## src/logic/rv32v_types_pkg.sv

```systemverilog
// Shared decode types, vector control encodings and bus addresses; imported by the decode stages
`default_nettype none

package rv32v_types_pkg;

    // element width code, 4..7 are reserved encodings
    typedef enum logic [2:0] {
        SEW8  = 3'd0,
        SEW16 = 3'd1,
        SEW32 = 3'd2,
        SEW64 = 3'd3
    } vsew_t;

    typedef enum logic [2:0] {
        OPIVV = 3'd0,
        OPFVV = 3'd1,
        OPMVV = 3'd2,
        OPIVI = 3'd3,
        OPIVX = 3'd4,
        OPFVF = 3'd5,
        OPMVX = 3'd6,
        OPCFG = 3'd7
    } vfunct3_t;

    // OPM funct6 encodings
    typedef enum logic [5:0] {
        VREDSUM     = 6'b000000,
        VREDAND     = 6'b000001,
        VREDOR      = 6'b000010,
        VREDXOR     = 6'b000011,
        VREDMINU    = 6'b000100,
        VREDMIN     = 6'b000101,
        VREDMAXU    = 6'b000110,
        VREDMAX     = 6'b000111,
        VAADDU      = 6'b001000,
        VAADD       = 6'b001001,
        VASUBU      = 6'b001010,
        VASUB       = 6'b001011,
        VSLIDE1UP   = 6'b001110,
        VSLIDE1DOWN = 6'b001111,
        VWXUNARY0   = 6'b010000,
        VXUNARY0    = 6'b010010,
        VMUNARY0    = 6'b010100,
        VCOMPRESS   = 6'b010111,
        VMANDN      = 6'b011000,
        VMAND       = 6'b011001,
        VMOR        = 6'b011010,
        VMXOR       = 6'b011011,
        VMORN       = 6'b011100,
        VMNAND      = 6'b011101,
        VMNOR       = 6'b011110,
        VMXNOR      = 6'b011111,
        VDIVU       = 6'b100000,
        VDIV        = 6'b100001,
        VREMU       = 6'b100010,
        VREM        = 6'b100011,
        VMULHU      = 6'b100100,
        VMUL        = 6'b100101,
        VMULHSU     = 6'b100110,
        VMULH       = 6'b100111,
        VMADD       = 6'b101001,
        VNMSUB      = 6'b101011,
        VMACC       = 6'b101101,
        VNMSAC      = 6'b101111,
        VWADDU      = 6'b110000,
        VWADD       = 6'b110001,
        VWSUBU      = 6'b110010,
        VWSUB       = 6'b110011,
        VWADDU_W    = 6'b110100,
        VWADD_W     = 6'b110101,
        VWSUBU_W    = 6'b110110,
        VWSUB_W     = 6'b110111,
        VWMULU      = 6'b111000,
        VWMULSU     = 6'b111010,
        VWMUL       = 6'b111011,
        VWMACCU     = 6'b111100,
        VWMACC      = 6'b111101,
        VWMACCUS    = 6'b111110,
        VWMACCSU    = 6'b111111
    } vopm_t;

    typedef enum logic [2:0] {VFU_ALU, VFU_RED, VFU_PRM, VFU_MSK, VFU_DIV, VFU_MUL} vfu_t;

    typedef enum logic [2:0] {
        VALU_ADD, VALU_SUB, VALU_AND, VALU_OR, VALU_XOR, VALU_MIN, VALU_MAX, VALU_EXT
    } valuop_t;

    typedef enum logic [2:0] {UNFUSED, VMUL_MADD, VMUL_NMSUB, VMUL_MACC, VMUL_NMSAC} vmulop_t;

    typedef enum logic [2:0] {
        VMSK_AND, VMSK_NDN, VMSK_OR, VMSK_XOR, VMSK_NOR, VMSK_NND, VMSK_XNR
    } vmaskop_t;

    typedef enum logic [1:0] {VPRM_CPS, VPRM_S1U, VPRM_S1D} vpermop_t;

    typedef enum logic [1:0] {SIGNED, UNSIGNED, SIGNED_UNSIGNED, UNSIGNED_SIGNED} vsigntype_t;

    typedef struct packed {
        vfu_t       vfu;
        valuop_t    valuop;
        vmulop_t    vmulop;
        logic       vmulwiden;
        logic       vmulrethigh;
        logic       vdivremainder;
        vmaskop_t   vmaskop;
        vpermop_t   vpermop;
        vsigntype_t vsigntype;
        logic       vopunsigned;
    } vexec_t;

    typedef struct packed {
        logic       opcode_ok;
        vopm_t      vopm;
        vfunct3_t   vfunct3;
        logic [4:0] vs1;    // also rs1 for .vx forms
        logic [4:0] vs2;
        logic [4:0] vd;
        logic       vm;
        vsew_t      vsew;
    } split_pkt_t;

    typedef struct packed {
        vexec_t     vexec;
        vsew_t      veew_src2;
        logic [4:0] vs1;
        logic [4:0] vs2;
        logic [4:0] vd;
        logic       vm;
        logic       illegal;
    } uop_t;

    localparam logic [6:0] op_v_opcode = 7'b1010111;

    localparam logic wb_addr_vsew  = 1'b0;   // word addresses on the slave port
    localparam logic wb_addr_instr = 1'b1;

endpackage

`default_nettype wire

```

## src/logic/vdec_wb_front.sv

```systemverilog
// Wishbone classic slave front end: holds vsew and captures instruction words into the first slot
`timescale 1ns/10ps
`default_nettype none

module vdec_wb_front
    import rv32v_types_pkg::*;
(
    input  logic        clk,
    input  logic        arst_n,
    input  logic        wb_cyc,
    input  logic        wb_stb,
    input  logic        wb_we,
    input  logic        wb_adr,
    input  logic [31:0] wb_dat_w,
    input  logic [3:0]  wb_sel,
    output logic        wb_ack,
    output logic [31:0] wb_dat_r,
    output logic        out_valid,
    input  logic        out_ready,
    output logic [31:0] out_instr,
    output vsew_t       out_vsew
);

    vsew_t cur_vsew;
    logic  req;
    logic  bus_done;
    logic  slot_free;
    logic  instr_wr;

    assign req       = wb_cyc && wb_stb && !wb_ack;   // ack cycle is never a new request
    assign bus_done  = wb_cyc && wb_stb && wb_ack;
    assign slot_free = !out_valid || out_ready;        // empty or handing off this edge
    assign instr_wr  = bus_done && wb_we && (wb_adr == wb_addr_instr);

    // instruction address reads back as zero
    assign wb_dat_r = (wb_adr == wb_addr_vsew) ? {29'd0, cur_vsew} : 32'd0;

    always_ff @(posedge clk or negedge arst_n) begin
        if (!arst_n) begin
            wb_ack <= 1'b0;
        end else begin
            wb_ack <= req && (!wb_we || (wb_adr == wb_addr_vsew) || slot_free);
        end
    end

    always_ff @(posedge clk or negedge arst_n) begin
        if (!arst_n) begin
            cur_vsew <= SEW8;
        end else if (bus_done && wb_we && (wb_adr == wb_addr_vsew) && wb_sel[0]) begin
            cur_vsew <= vsew_t'(wb_dat_w[2:0]);   // byte lane 0 only
        end
    end

    always_ff @(posedge clk or negedge arst_n) begin
        if (!arst_n) begin
            out_valid <= 1'b0;
        end else if (instr_wr) begin
            out_valid <= 1'b1;
        end else if (out_ready) begin
            out_valid <= 1'b0;
        end
    end

    always_ff @(posedge clk) begin
        if (instr_wr) begin
            out_instr <= wb_dat_w;
            out_vsew  <= cur_vsew;   // width in force when the word lands
        end
    end

    // one ack per request, even with requests back to back
    a_single_ack: assert property (@(posedge clk) disable iff (!arst_n) wb_ack |=> !wb_ack);

    // slot space granted at the ack decision is still there at capture
    a_no_overwrite: assert property (@(posedge clk) disable iff (!arst_n)
        instr_wr |-> !out_valid);

endmodule

`default_nettype wire

```

## src/logic/vdec_pipe_reg.sv

```systemverilog
// One-entry valid/ready register slice with full throughput, payload type set by the instance
`timescale 1ns/10ps
`default_nettype none

module vdec_pipe_reg #(
    parameter type payload_t = logic [31:0]
) (
    input  logic     clk,
    input  logic     arst_n,
    input  logic     in_valid,
    output logic     in_ready,
    input  payload_t in_data,
    output logic     out_valid,
    input  logic     out_ready,
    output payload_t out_data
);

    // takes a new item in the same cycle the held one leaves
    assign in_ready = !out_valid || out_ready;

    always_ff @(posedge clk or negedge arst_n) begin
        if (!arst_n) begin
            out_valid <= 1'b0;
        end else if (in_ready) begin
            out_valid <= in_valid;
        end
    end

    always_ff @(posedge clk) begin
        if (in_valid && in_ready) begin
            out_data <= in_data;
        end
    end

    // a stalled item is held as is until taken
    a_hold_stable: assert property (@(posedge clk) disable iff (!arst_n)
        (out_valid && !out_ready) |=> (out_valid && $stable(out_data)));

endmodule

`default_nettype wire

```

## src/logic/rv32v_field_split.sv

```systemverilog
// Combinational field split of an instruction word into the packet handed to the OPM decoder
`timescale 1ns/10ps
`default_nettype none

module rv32v_field_split
    import rv32v_types_pkg::*;
(
    input  logic [31:0] instr,
    input  vsew_t       vsew,
    output split_pkt_t  pkt
);

    // valid/ready of this stage is wired around it at the top level
    always_comb begin
        pkt.opcode_ok = (instr[6:0] == op_v_opcode);   // OP-V major opcode
        pkt.vopm      = vopm_t'(instr[31:26]);
        pkt.vm        = instr[25];
        pkt.vs2       = instr[24:20];
        pkt.vs1       = instr[19:15];   // rs1 for .vx
        pkt.vfunct3   = vfunct3_t'(instr[14:12]);
        pkt.vd        = instr[11:7];
        pkt.vsew      = vsew;
    end

endmodule

`default_nettype wire

```

## src/logic/rv32v_opm_decode.sv

```systemverilog
// Combinational OPM decoder from funct6 to execution unit controls, source-2 width and legality
`timescale 1ns/10ps
`default_nettype none

module rv32v_opm_decode
    import rv32v_types_pkg::*;
(
    input  split_pkt_t pkt,
    output uop_t       uop
);

    logic       known;       // funct6 names a supported op
    logic       funct3_ok;

    assign funct3_ok = pkt.vfunct3 inside {OPMVV, OPMVX};

    always_comb begin
        known                  = 1'b1;
        uop.vexec.vfu          = VFU_ALU;
        uop.vexec.valuop       = VALU_ADD;
        uop.vexec.vmulop       = UNFUSED;
        uop.vexec.vmaskop      = VMSK_AND;
        uop.vexec.vpermop      = VPRM_CPS;
        uop.vexec.vsigntype    = SIGNED;
        uop.veew_src2          = pkt.vsew;

        // unit select, unary groups fall to default
        case (pkt.vopm)
            VREDSUM, VREDAND, VREDOR, VREDXOR,
            VREDMINU, VREDMIN, VREDMAXU, VREDMAX:  uop.vexec.vfu = VFU_RED;
            VAADDU, VAADD, VASUBU, VASUB,
            VWADDU, VWADD, VWSUBU, VWSUB,
            VWADDU_W, VWADD_W, VWSUBU_W, VWSUB_W:  uop.vexec.vfu = VFU_ALU;
            VSLIDE1UP, VSLIDE1DOWN, VCOMPRESS:     uop.vexec.vfu = VFU_PRM;
            VMANDN, VMAND, VMOR, VMXOR,
            VMORN, VMNAND, VMNOR, VMXNOR:          uop.vexec.vfu = VFU_MSK;
            VDIVU, VDIV, VREMU, VREM:              uop.vexec.vfu = VFU_DIV;
            VMULHU, VMUL, VMULHSU, VMULH,
            VMADD, VNMSUB, VMACC, VNMSAC,
            VWMULU, VWMULSU, VWMUL,
            VWMACCU, VWMACC, VWMACCUS, VWMACCSU:   uop.vexec.vfu = VFU_MUL;
            default:                               known = 1'b0;
        endcase

        case (pkt.vopm)
            VREDAND:                       uop.vexec.valuop = VALU_AND;
            VREDOR:                        uop.vexec.valuop = VALU_OR;
            VREDXOR:                       uop.vexec.valuop = VALU_XOR;
            VREDMINU, VREDMIN:             uop.vexec.valuop = VALU_MIN;
            VREDMAXU, VREDMAX:             uop.vexec.valuop = VALU_MAX;
            VASUBU, VASUB, VWSUBU, VWSUB,
            VWSUBU_W, VWSUB_W:             uop.vexec.valuop = VALU_SUB;
            default:                       uop.vexec.valuop = VALU_ADD;
        endcase

        case (pkt.vopm)
            VMADD:                                    uop.vexec.vmulop = VMUL_MADD;
            VNMSUB:                                   uop.vexec.vmulop = VMUL_NMSUB;
            VMACC, VWMACCU, VWMACC, VWMACCUS, VWMACCSU: uop.vexec.vmulop = VMUL_MACC;
            VNMSAC:                                   uop.vexec.vmulop = VMUL_NMSAC;
            default:                                  uop.vexec.vmulop = UNFUSED;
        endcase

        case (pkt.vopm)
            VMANDN:        uop.vexec.vmaskop = VMSK_NDN;
            VMOR:          uop.vexec.vmaskop = VMSK_OR;
            VMXOR:         uop.vexec.vmaskop = VMSK_XOR;
            VMORN, VMNOR:  uop.vexec.vmaskop = VMSK_NOR;   // orn shares the nor code
            VMNAND:        uop.vexec.vmaskop = VMSK_NND;
            VMXNOR:        uop.vexec.vmaskop = VMSK_XNR;
            default:       uop.vexec.vmaskop = VMSK_AND;
        endcase

        case (pkt.vopm)
            VSLIDE1UP:    uop.vexec.vpermop = VPRM_S1U;
            VSLIDE1DOWN:  uop.vexec.vpermop = VPRM_S1D;
            default:      uop.vexec.vpermop = VPRM_CPS;
        endcase

        case (pkt.vopm)
            VMULHU, VWMULU, VWMACCU:     uop.vexec.vsigntype = UNSIGNED;
            VMULHSU, VWMULSU, VWMACCSU:  uop.vexec.vsigntype = SIGNED_UNSIGNED;
            VWMACCUS:                    uop.vexec.vsigntype = UNSIGNED_SIGNED;
            default:                     uop.vexec.vsigntype = SIGNED;
        endcase

        uop.vexec.vmulwiden = pkt.vopm inside {VWMULU, VWMULSU, VWMUL,
                                               VWMACCU, VWMACC, VWMACCUS, VWMACCSU};
        uop.vexec.vmulrethigh   = pkt.vopm inside {VMULHU, VMULHSU, VMULH};
        uop.vexec.vdivremainder = pkt.vopm inside {VREMU, VREM};
        // plain vwaddu/vwsubu leave this clear
        uop.vexec.vopunsigned = pkt.vopm inside {VREDMINU, VREDMAXU, VAADDU, VASUBU,
                                                 VDIVU, VREMU, VMULHU, VMULHSU,
                                                 VWADDU_W, VWSUBU_W, VWMULU, VWMULSU,
                                                 VWMACCU, VWMACCUS, VWMACCSU};

        // .w forms read a double-width vs2
        if (pkt.vopm inside {VWADDU_W, VWADD_W, VWSUBU_W, VWSUB_W}) begin
            uop.veew_src2 = vsew_t'(pkt.vsew + 3'd1);
        end

        uop.vs1     = pkt.vs1;
        uop.vs2     = pkt.vs2;
        uop.vd      = pkt.vd;
        uop.vm      = pkt.vm;
        uop.illegal = !pkt.opcode_ok || !known || !funct3_ok;
    end

endmodule

`default_nettype wire

```

## src/logic/rv32v_vdecode_top.sv

```systemverilog
// Top level of the OPM decode slice: bus front, field split, decode and two stage registers
`timescale 1ns/10ps
`default_nettype none

module rv32v_vdecode_top
    import rv32v_types_pkg::*;
(
    input  logic        clk,
    input  logic        arst_n,
    input  logic        wb_cyc,
    input  logic        wb_stb,
    input  logic        wb_we,
    input  logic        wb_adr,
    input  logic [31:0] wb_dat_w,
    input  logic [3:0]  wb_sel,
    output logic        wb_ack,
    output logic [31:0] wb_dat_r,
    output logic        uop_valid,
    input  logic        uop_ready,
    output vexec_t      uop_vexec,
    output vsew_t       uop_veew_src2,
    output logic [4:0]  uop_vs1,
    output logic [4:0]  uop_vs2,
    output logic [4:0]  uop_vd,
    output logic        uop_vm,
    output logic        uop_illegal
);

    logic        slot_valid;
    logic        slot_ready;
    logic [31:0] slot_instr;
    vsew_t       slot_vsew;
    split_pkt_t  split_pkt;
    logic        sp_valid;
    logic        sp_ready;
    split_pkt_t  sp_pkt;
    uop_t        dec_uop;
    uop_t        out_uop;

    vdec_wb_front i_front (
        .clk       (clk),
        .arst_n    (arst_n),
        .wb_cyc    (wb_cyc),
        .wb_stb    (wb_stb),
        .wb_we     (wb_we),
        .wb_adr    (wb_adr),
        .wb_dat_w  (wb_dat_w),
        .wb_sel    (wb_sel),
        .wb_ack    (wb_ack),
        .wb_dat_r  (wb_dat_r),
        .out_valid (slot_valid),
        .out_ready (slot_ready),
        .out_instr (slot_instr),
        .out_vsew  (slot_vsew)
    );

    rv32v_field_split i_split (
        .instr (slot_instr),
        .vsew  (slot_vsew),
        .pkt   (split_pkt)
    );

    // slot valid/ready go straight to the first register
    vdec_pipe_reg #(.payload_t(split_pkt_t)) i_split_reg (
        .clk       (clk),
        .arst_n    (arst_n),
        .in_valid  (slot_valid),
        .in_ready  (slot_ready),
        .in_data   (split_pkt),
        .out_valid (sp_valid),
        .out_ready (sp_ready),
        .out_data  (sp_pkt)
    );

    rv32v_opm_decode i_decode (
        .pkt (sp_pkt),
        .uop (dec_uop)
    );

    vdec_pipe_reg #(.payload_t(uop_t)) i_uop_reg (
        .clk       (clk),
        .arst_n    (arst_n),
        .in_valid  (sp_valid),
        .in_ready  (sp_ready),
        .in_data   (dec_uop),
        .out_valid (uop_valid),
        .out_ready (uop_ready),
        .out_data  (out_uop)
    );

    assign uop_vexec     = out_uop.vexec;
    assign uop_veew_src2 = out_uop.veew_src2;
    assign uop_vs1       = out_uop.vs1;
    assign uop_vs2       = out_uop.vs2;
    assign uop_vd        = out_uop.vd;
    assign uop_vm        = out_uop.vm;
    assign uop_illegal   = out_uop.illegal;

endmodule

`default_nettype wire

```

## config.mk

```make
export PLATFORM = sky130hd
export DESIGN_NAME = rv32v_vdecode_top
export DESIGN_NICKNAME = d
export VERILOG_FILES = /design/src/logic/rv32v_types_pkg.sv /design/src/logic/vdec_wb_front.sv /design/src/logic/vdec_pipe_reg.sv /design/src/logic/rv32v_field_split.sv /design/src/logic/rv32v_opm_decode.sv /design/src/logic/rv32v_vdecode_top.sv
export SDC_FILE = /design/constraint.sdc
export NUM_CORES = 1
export LEC_CHECK = 0
export ABC_AREA = 1
export BUFFER_PORTS_ARGS = -buffer_cell sky130_fd_sc_hd__buf_4
export CORE_MARGIN = 2
export CORE_UTILIZATION = 48
export DETAILED_ROUTE_END_ITERATION = 10
export GPL_TIMING_DRIVEN = 0
export PLACE_DENSITY = 0.78
export SLEW_MARGIN = 0
export SYNTH_ARGS = -nofsm -noshare
export SYNTH_HDL_FRONTEND = slang
export SYNTH_HIERARCHICAL = 1
export SYNTH_SLANG_ARGS = --single-unit
```

## constraint.sdc

```tcl
create_clock -name clk -period 2.9 [get_ports clk]
set_input_delay 0.435 -clock clk [delete_from_list [all_inputs] [get_ports clk]]
set_output_delay 0.435 -clock clk [all_outputs]
set_load 0.005 [all_outputs]
```

# After elaboration in Yosys (flattened, before gate mapping)
# Memory sizes are Yosys's and may differ from the RTL's. A register that Yosys moved wholly into a read port is not among the register bits.
# Index checks and enable logic that the tools add are counted.
# word_totals
input_bits	43
ff_bits	108
n_memories	1
romBits	192
out_inout_bits	74
wordCells	138
# op_classes
eq_ne	52
bitwise	1
n_mux	10
reduce_logical	43
add_sub_neg	1
# mem_list
name	words	word_bits	rd	rd_ports_with_merged_regs	wr	line_no	text
(no name shown)	64	3	1	1	0	rv32v_opm_decode.sv:45	case (pkt.vopm)
# ops
operator	count
$eq 6x6->1 const B	27
$eq 6x5->1 const B	9
$reduce_or 50->1	1
$eq 6x4->1 const B	6
$eq 6x3->1 const B	4
$pmux 3 s6	1
$reduce_or 8->1	2
$pmux 3 s5	1
$reduce_bool 15->1	1
$reduce_or 15->1	1
$eq 6x2->1 const B	2
$pmux 3 s4	1
$logic_and 1x1->1	10
$reduce_or 3->1	3
$logic_not 1->1	8
$eq 7x7->1 const B	1
$logic_or 1x1->1	7
$reduce_bool 7->1	1
$eq 6x1->1 const B	1
$logic_not 6->1	1
$mux 3	2
$pmux 2 s3	1
$reduce_bool 2->1	3
$reduce_or 5->1	1
other kinds (10)	12

# Depth between registers and ports, before layout
# Gate-level depths: netlist of run 1.
# logic_depth
depth_word	6
depth_mapped	12
depth_no_buf	11

# By module
# The synthesis of run 1 kept the hierarchy.
# modules_own_cells
mod	area_per_inst_um2	instances	seq_area_each_um2	cells_each
vdec_wb_front	1530.2	1	1176.1	99
vdec_pipe_reg at i_uop_reg	1246.2	1	1226.2	46
vdec_pipe_reg at i_split_reg	915.9	1	895.9	35
rv32v_opm_decode	894.6	1	0.0	171
rv32v_field_split	246.5	1	0.0	36

# Worst setup path after synthesis of run 1
# No wires, ideal clock.
# synth_timing
path_kind	input to register
startpoint	input port uop_ready
endpoint	register i_uop_reg/out_data[0] in the netlist's numbering (enable)
setup_time_ns	0.451
required_ns	2.449
slack_ns	0.022
cell_stages	2
n_path_buf	0
arrival_ns	2.428
cell_sequence	inv_1 > a21oi_1
# synth_via
elab_chain_cells	2
# synth_rtl
item	line_no	text
from (decl)	rv32v_vdecode_top.sv:19	input logic uop_ready,
$logic_or 1x1->1	vdec_pipe_reg.sv:19	assign in_ready = !out_valid || out_ready;
$logic_and 1x1->1	vdec_pipe_reg.sv:30	if (in_valid && in_ready) begin
to (signal assigned)	vdec_pipe_reg.sv:31	out_data <= in_data;
to (decl)	vdec_pipe_reg.sv:15	output payload_t out_data
# No other way between the ends.
# A chain may end at the register's enable or synchronous reset.

==> results.tsv, run 1 <==
stage	metric	value	unit
sta	setup ws final	0.821	ns
die	DIE HEIGHT	104	um
clock_network	Root Driver	clkbuf_8	
setup_path	R2R Path End	i_uop_reg/out_data[37]	
setup_path	CP Capture Point	i_uop_reg/out_data[37]	
yosys	yosys warns	6	
pwr	switch share	20.5	%
pwr	PD cells	450	nW/um^2
setup_path	most used cell, CP	nand2_1	
global_route	largest net degree at the start of global routing	35	
die	core area	9680	um^2
setup_path	Req. time, crit path	3.02	ns
clock_network	Skew-Pair Late Insertion Delay	0.37	ns
final_layout	fill count	768	
setup_path	worst r2r src	i_split_reg/out_data[23]	
setup_path	Reg2Reg Setup Slack	0.82	ns
flow_run	max cap viols	0	
placed_design	HPWL after DPL	5500	um
global_route	Total GRT Usage	14.9	%
final_layout	diode count	0	
route	drt total wl	7600	um
pwr	P_int	2.10	mW
setup_path	Worst Path Buf+Inv	2	
placed_design	Final Wtd Congestion	1.02	
setup_path	crit path from	i_split_reg/out_data[23]	
setup_path	crit end category	flop	
setup_path	Startpoint Class	flop	
yosys	area of the mapped netlist	4770	um^2
sta	Slew HR	13.5	%
clock_network	CTS Buf Count	9	
sta	fin. max-slew vios	0	
clock_network	Max clock buf depth	2	
route	drt first pass iters	6	
route	Via-to-Cell Ratio	4.59	
die	Top-Level Pins	117	
final_layout	fin util	60.7	%
yosys	mean area per synthesized cell	12.4	um^2
clock_network	clock sink count	109	
die	standard-cell rows	36	
sta	Least-Margin Pin Slew	1.30	ns
route	initial drt markers	154	
route	Routed Antenna Nets	0	
setup_path	Crit path depth	8	
global_route	antenna violations before repair	0	
global_route	GRT overflow	0	
setup_path	Worst Reg-to-Reg Cells	8	
yosys	Synth Instances	384	
die	starting density of the core	49.2	%
sta	fmax	481	MHz
setup_path	critical path class	reg2reg	
route	per-cell routed wire length	11.8	um
setup_path	worst path arrival time	2.20	ns
sta	Hold Fails Final Rpt	0	
setup_path	CP max stage delay	0.44	ns
placed_design	Place WS	0.705	ns
pwr	Logic pwr share	4.7	%
sta	RSZ-0062 raised after global routing	no	
die	Die Width	104	um
pwr	clock share of power	30.1	%
final_layout	fin nets	556	
final_layout	Area Overhead vs Synth	23.3	%
route	DRC	0	
sta	clk_skew	0.0121	ns
setup_path	top fanout value on the critical path	8	
setup_path	Worst path top cell family by delay	compound AO/OA/AOI/OAI gates	
clock_network	CTS clk-pin slew, worst paths	0.10	ns
pwr	Leakage	2.57	nW
placed_design	placed cell count	629	
placed_design	IO Port Bufs	83	
final_layout	Post-Layout Cell Count	646	
setup_path	slowest CP cell	edfxtp_1	
final_layout	share of layout cells above drive strength 1	37.0	%
sta	crit share post-route	71.7	%
clock_network	H-tree depth	3	
die	DIE AREA	10700	um^2
worst_hold_path	Hold Path Origin	wb_dat_w[6]	
global_route	vias in the first global route	2825	
setup_path	crit-path cells	inv_1, ha_1, clkbuf_2, o21ai_2, nand2_1, o21ai_0, and3_1, nand2_1	
sta	Final min period	2.08	ns
sta	Final setup viols	0	
route	DR vias	2966	
pwr	switching power	0.541	mW
pwr	maximum vdd ir drop	0.000249	V
status	outcome	finished clean	
global_route	first-pass GRT wire length	12500	um
pwr	Seq pwr share	65.2	%
worst_hold_path	Worst Hold Class	in2reg	
clock_network	CTS tree	built	
-- cells in the final DEF, fill, tap and decap left out, types with 3 or more instances in the layout --
cell	n
o21ai_0	9
nand3_1	19
conb_1	29
dfrtp_1	7
inv_1	35
o211ai_1	6
ha_1	5
a31oi_1	3
a21oi_1	7
edfxtp_1	102
nor2_2	5
buf_4	156
nor2_1	30
nand2_2	4
clkbuf_8	9
nand2_1	56
-- worst min path at each step --
stage	endpoint	slack (ns)	cells past startpoint
5_1_grt	i_front/out_instr[3]	0.20	1
4_1_cts	i_front/out_instr[16]	0.20	1
2_1_floorplan	i_front/cur_vsew[0]	0.14	0
6_report	i_front/out_instr[6]	0.23	1
3_3_place_gp	i_front/cur_vsew[1]	0.25	1
3_5_place_dp	i_front/wb_ack	0.25	1
-- repair_timing --
action / 4_1_cts / 5_1_grt
hold buffers: 1 / 0
buffers inserted: 0 / 0
resized for setup: 0 / 0
hold endpoints to repair: 7 / 0
setup endpoints to repair: 0 / 0
-- worst register-to-register path: stages, from the launching register on --
cell	delay (ns)
edfxtp_1	0.44
inv_1	0.11
ha_1	0.18
clkbuf_2	0.18
o21ai_2	0.24
nand2_1	0.14
o21ai_0	0.29
and3_1	0.21
nand2_1	0.06
-- power groups by stage --
stage / combinational [mW] / sequential [mW] / clock, mW
CTS: 0.123 / 1.73 / 0.829
detailed placement: 0.121 / 1.76 / 0
floorplan: 0.0613 / 1.76 / 0
finish: 0.124 / 1.73 / 0.796
global placement: 0.116 / 1.76 / 0
global route: 0.137 / 1.73 / 0.887
-- flip-flops by register name, summed over array words and instances (netlist names) --
name	cells
i_uop_reg/out_data	40
i_front/out_instr	31
i_split_reg/out_data	28
i_front/cur_vsew	3
i_front/out_vsew	3
i_front/out_valid	1
i_front/wb_ack	1
i_split_reg/out_valid	1
i_uop_reg/out_valid	1
-- cell type report --
cell class	count	area [um^2]	share of cell area, %
timing repair buffer	85	653	11.1
sequential	109	3240	55.1
tap	133	166	2.83
clock buffer	10	128	2.17
clock inverter	6	37.5	0.639
inverter	36	135	2.30
buffer	77	567	9.64
multi-input combinational	190	953	16.2
-- per-layer routing --
layer	part of all wire [%]	GRT usage (%)	up-vias
met1	38	15.6	1353
met3	8.0	4.22	22
li1	-	-	1441
met2	52	26.7	150
met5	0	0	-
met4	2.6	9.07	0
-- through the flow --
| stage | area (um^2) | TNS (ns) | power (mW) | hold WS (ns) |
|---|---|---|---|---|
| 2_1_floorplan | 4870 | 0 | 1.82 | 0.139 |
| 3_3_place_gp | 5660 | -38.93 | 1.88 | 0.251 |
| 3_5_place_dp | 5700 | 0 | 1.88 | 0.252 |
| 4_1_cts | 5880 | 0 | 2.68 | 0.204 |
| 5_1_grt | 5880 | 0 | 2.75 | 0.201 |
| 6_report | 5880 | 0 | 2.65 | 0.234 |
(Power assumes the default switching activity.)
==> inputs of run 2 (changes only) <==
--- a/config.mk
+++ b/config.mk
@@ -5,7 +5,7 @@
 export SDC_FILE = /design/constraint.sdc
 export NUM_CORES = 1
 export LEC_CHECK = 0
-export ABC_AREA = 1
+export ABC_AREA = 0
 export BUFFER_PORTS_ARGS = -buffer_cell sky130_fd_sc_hd__buf_4
 export CORE_MARGIN = 2
 export CORE_UTILIZATION = 48
==> constraint.sdc (replaced) <==
create_clock -name clk -period 1.9 [get_ports clk]
set_input_delay 0.285 -clock clk [delete_from_list [all_inputs] [get_ports clk]]
set_output_delay 0.285 -clock clk [all_outputs]
set_load 0.005 [all_outputs]
==> results.tsv, run 2 <==
stage	metric	value	unit	change
status	outcome	finished with violations		was finished clean
status	failing checks	negative setup slack		
placed_design	Final Wtd Congestion	0.885		was 1.02
setup_path	Reg2Reg Setup Slack	-0.05	ns	was 0.82 ns
setup_path	worst path arrival time	2.07	ns	was 2.20 ns
flow_run	max cap viols	0		unchanged
worst_hold_path	Hold Path Origin	wb_dat_w[25]		was wb_dat_w[6]
yosys	area of the mapped netlist	4670	um^2	was 4770 um^2
final_layout	max FFs per register	40		unchanged
final_layout	share of layout cells above drive strength 1	47.5	%	was 37.0%
global_route	M1 GR Usage	16.0	%	was 15.6%
placed_design	Place WS	-0.202	ns	was 0.705 ns
route	drt first pass iters	4		was 6
clock_network	CTS Buf Count	9		unchanged
setup_path	crit end category	flop		unchanged
clock_network	CTS clk-pin slew, worst paths	0.11	ns	was 0.10 ns
die	DIE AREA	10500	um^2	was 10700 um^2
sta	fin. max-slew vios	0		unchanged
route	per-cell routed wire length	12.3	um	was 11.8 um
die	core area	9330	um^2	was 9680 um^2
placed_design	IO Port Bufs	83		unchanged
sta	crit share post-route	103	%	was 71.7%
pwr	maximum vdd ir drop	0.000427	V	was 0.000249 V
worst_hold_path	Worst Hold Class	in2reg		unchanged
die	Top-Level Pins	117		unchanged
route	Via-to-Cell Ratio	4.46		was 4.59
route	drt total wl	7120	um	was 7600 um
final_layout	fin nets	494		was 556
final_layout	Multi-input gate area	976	um^2	was 953 um^2
final_layout	commonest cells after routing, fill and taps aside	buf_4 (165), edfxtp_1 (102), conb_1 (29)		was buf_4 (156), edfxtp_1 (102), nand2_1 (56)
die	DIE HEIGHT	103	um	was 104 um
setup_path	Req. time, crit path	2.01	ns	was 3.02 ns
final_layout	fill count	685		was 768
global_route	M3 GR Usage	4.00	%	was 4.22%
setup_path	worst r2r src	i_split_reg/out_data[23]		unchanged
setup_path	Worst Reg-to-Reg Cells	6		was 8
sta	RSZ-0062 raised after global routing	yes		was no
final_layout	diode count	0		unchanged
sta	Hold Fails Final Rpt	0		unchanged
sta	fmax	512	MHz	was 481 MHz
pwr	Leakage	2.40	nW	was 2.57 nW
global_route	GR Util met2	23.9	%	was 26.7%
global_route	largest net degree at the start of global routing	41		was 35
placed_design	HPWL after DPL	4810	um	was 5500 um
clock_network	Max clock buf depth	2		unchanged
global_route	vias in the first global route	2343		was 2825
sta	clk_skew	0.0103	ns	was 0.0121 ns
sta	Slew HR	38.5	%	was 13.5%
clock_network	Root Driver	clkbuf_8		unchanged
die	standard-cell rows	35		was 36
sta	Least-Margin Pin Slew	0.920	ns	was 1.30 ns
die	Die Width	103	um	was 104 um
setup_path	R2R Path End	i_uop_reg/out_data[39]		was i_uop_reg/out_data[37]
final_layout	Largest regs	i_uop_reg/out_data (40), i_front/out_instr (31), i_split_reg/out_data (28)		unchanged
pwr	total power	4.10	mW	was 2.65 mW
yosys	Synth Instances	313		was 384
die	starting density of the core	50.1	%	was 49.2%
worst_hold_path	Worst Hold Path EP	i_front/out_instr[25]		was i_front/out_instr[6]
global_route	GRT overflow	0		unchanged
clock_network	CTS tree	built		unchanged
yosys	mean area per synthesized cell	14.9	um^2	was 12.4 um^2
final_layout	FF/Latch Area	3240	um^2	unchanged
setup_path	critical path class	reg2reg		unchanged
sta	setup ws final	-0.0530	ns	was 0.821 ns
clock_network	Skew-Pair Late Insertion Delay	0.37	ns	about the same
final_layout	Area Overhead vs Synth	26.5	%	was 23.3%
route	Routed Antenna Nets	0		unchanged
sta	Final setup viols	3		was 0
global_route	antenna violations before repair	0		unchanged
route	initial drt markers	80		was 154
clock_network	clock sink count	109		unchanged
route	DR vias	2589		was 2966
sta	setup tns final	-0.105	ns	was 0 ns
worst_hold_path	hold path depth	1		unchanged
final_layout	commonest non-fill, non-tap cell in the layout	buf_4		unchanged
pwr	PD cells	694	nW/um^2	was 450 nW/um^2
setup_path	Startpoint Class	flop		unchanged
route	DRC	0		unchanged
setup_path	top fanout value on the critical path	10		was 8
yosys	yosys warns	6		unchanged
sta	Final min period	1.95	ns	was 2.08 ns
final_layout	Top reg by flops	i_uop_reg/out_data		unchanged
global_route	Total GRT Usage	13.9	%	was 14.9%
clock_network	H-tree depth	3		unchanged
global_route	first-pass GRT wire length	10900	um	was 12500 um
global_route	Most Used Layer, Global Route	met2		unchanged
run 2: cell count changes in the layout (fill, tap and decap cells not counted), moves of 6 or more:
cell      delta
inv_1       -30
nand3_1     -15
nand2_1     -44
o21ai_0      -6
o211ai_1     -6
buf_2        +6
nor3_1       +7
nand2b_1     +6
nor2_1      -21
buf_4        +9
run 2: power by group:
| part | total, mW | switching [mW] | leakage [nW] | internal [mW] |
|---|---|---|---|---|
| Clock | 1.28 | 0.784 | 0.0886 | 0.494 |
| Sequential | 2.63 | 0.0103 | 1.03 | 2.62 |
| Combinational | 0.188 | 0.0679 | 1.28 | 0.120 |
run 2: stage by stage:
step / hold WS (ns) / utilization [%] / instance area [um^2] / std cells
after floorplan: -0.0106 / - / 4780 / 341
after global placement: 0.102 / 59.6 / 5560 / 553
after detailed placement: 0.106 / 59.7 / 5570 / 553
after CTS: 0.0629 / 62.2 / 5800 / 574
after global routing: 0.0509 / 63.3 / 5910 / 580
final: 0.0840 / 63.3 / 5910 / 580
run 2: how the worst max path moves through the flow:
stage                                  start                     end  slack (ns)  cells past startpoint
floorplan           i_split_reg/out_data[23]  i_uop_reg/out_data[39]        0.03                      6
global placement                      wb_adr   i_front/out_instr[11]       -0.26                      3
detailed placement  i_split_reg/out_data[23]  i_uop_reg/out_data[18]       -0.20                      6
CTS                 i_split_reg/out_data[23]  i_uop_reg/out_data[39]       0.002                      6
global route        i_split_reg/out_data[23]   i_uop_reg/out_data[0]       -0.12                      8
finish              i_split_reg/out_data[23]  i_uop_reg/out_data[39]       -0.05                      6
run 2: final cells by class:
type,count,share of cell area (%)
Sequential cell,109,54.8
Clock buffer,9,2.10
Timing Repair Buffer,94,12.1
Tap cell,129,2.73
Inverter,6,0.381
Clock inverter,7,1.06
Multi-Input combinational cell,143,16.5
Buffer,83,10.3
run 2: repair_timing:
action	CTS	global route
pin swaps	2	7
hold buffers	1	0
buffers inserted	4	6
gates resized for setup	4	11
endpoints found under the setup margin	7	5
hold endpoints to repair	7	0
run 2: routing by layer:
metal / vias up / part of all wire [%]
li1: 1294 / -
met1: 1192 / 39
met2: 92 / 53
met3: 11 / 6.3
met4: 0 / 1.7
met5: - / 0
run 2: worst max-delay path, cell delays in order (launching register included):
cell and delay (ns):
edfxtp_1 0.47, ha_2 0.25, buf_2 0.20, nor4b_1 0.36, a21oi_1 0.11, a21oi_2 0.21
o22ai_2 0.10
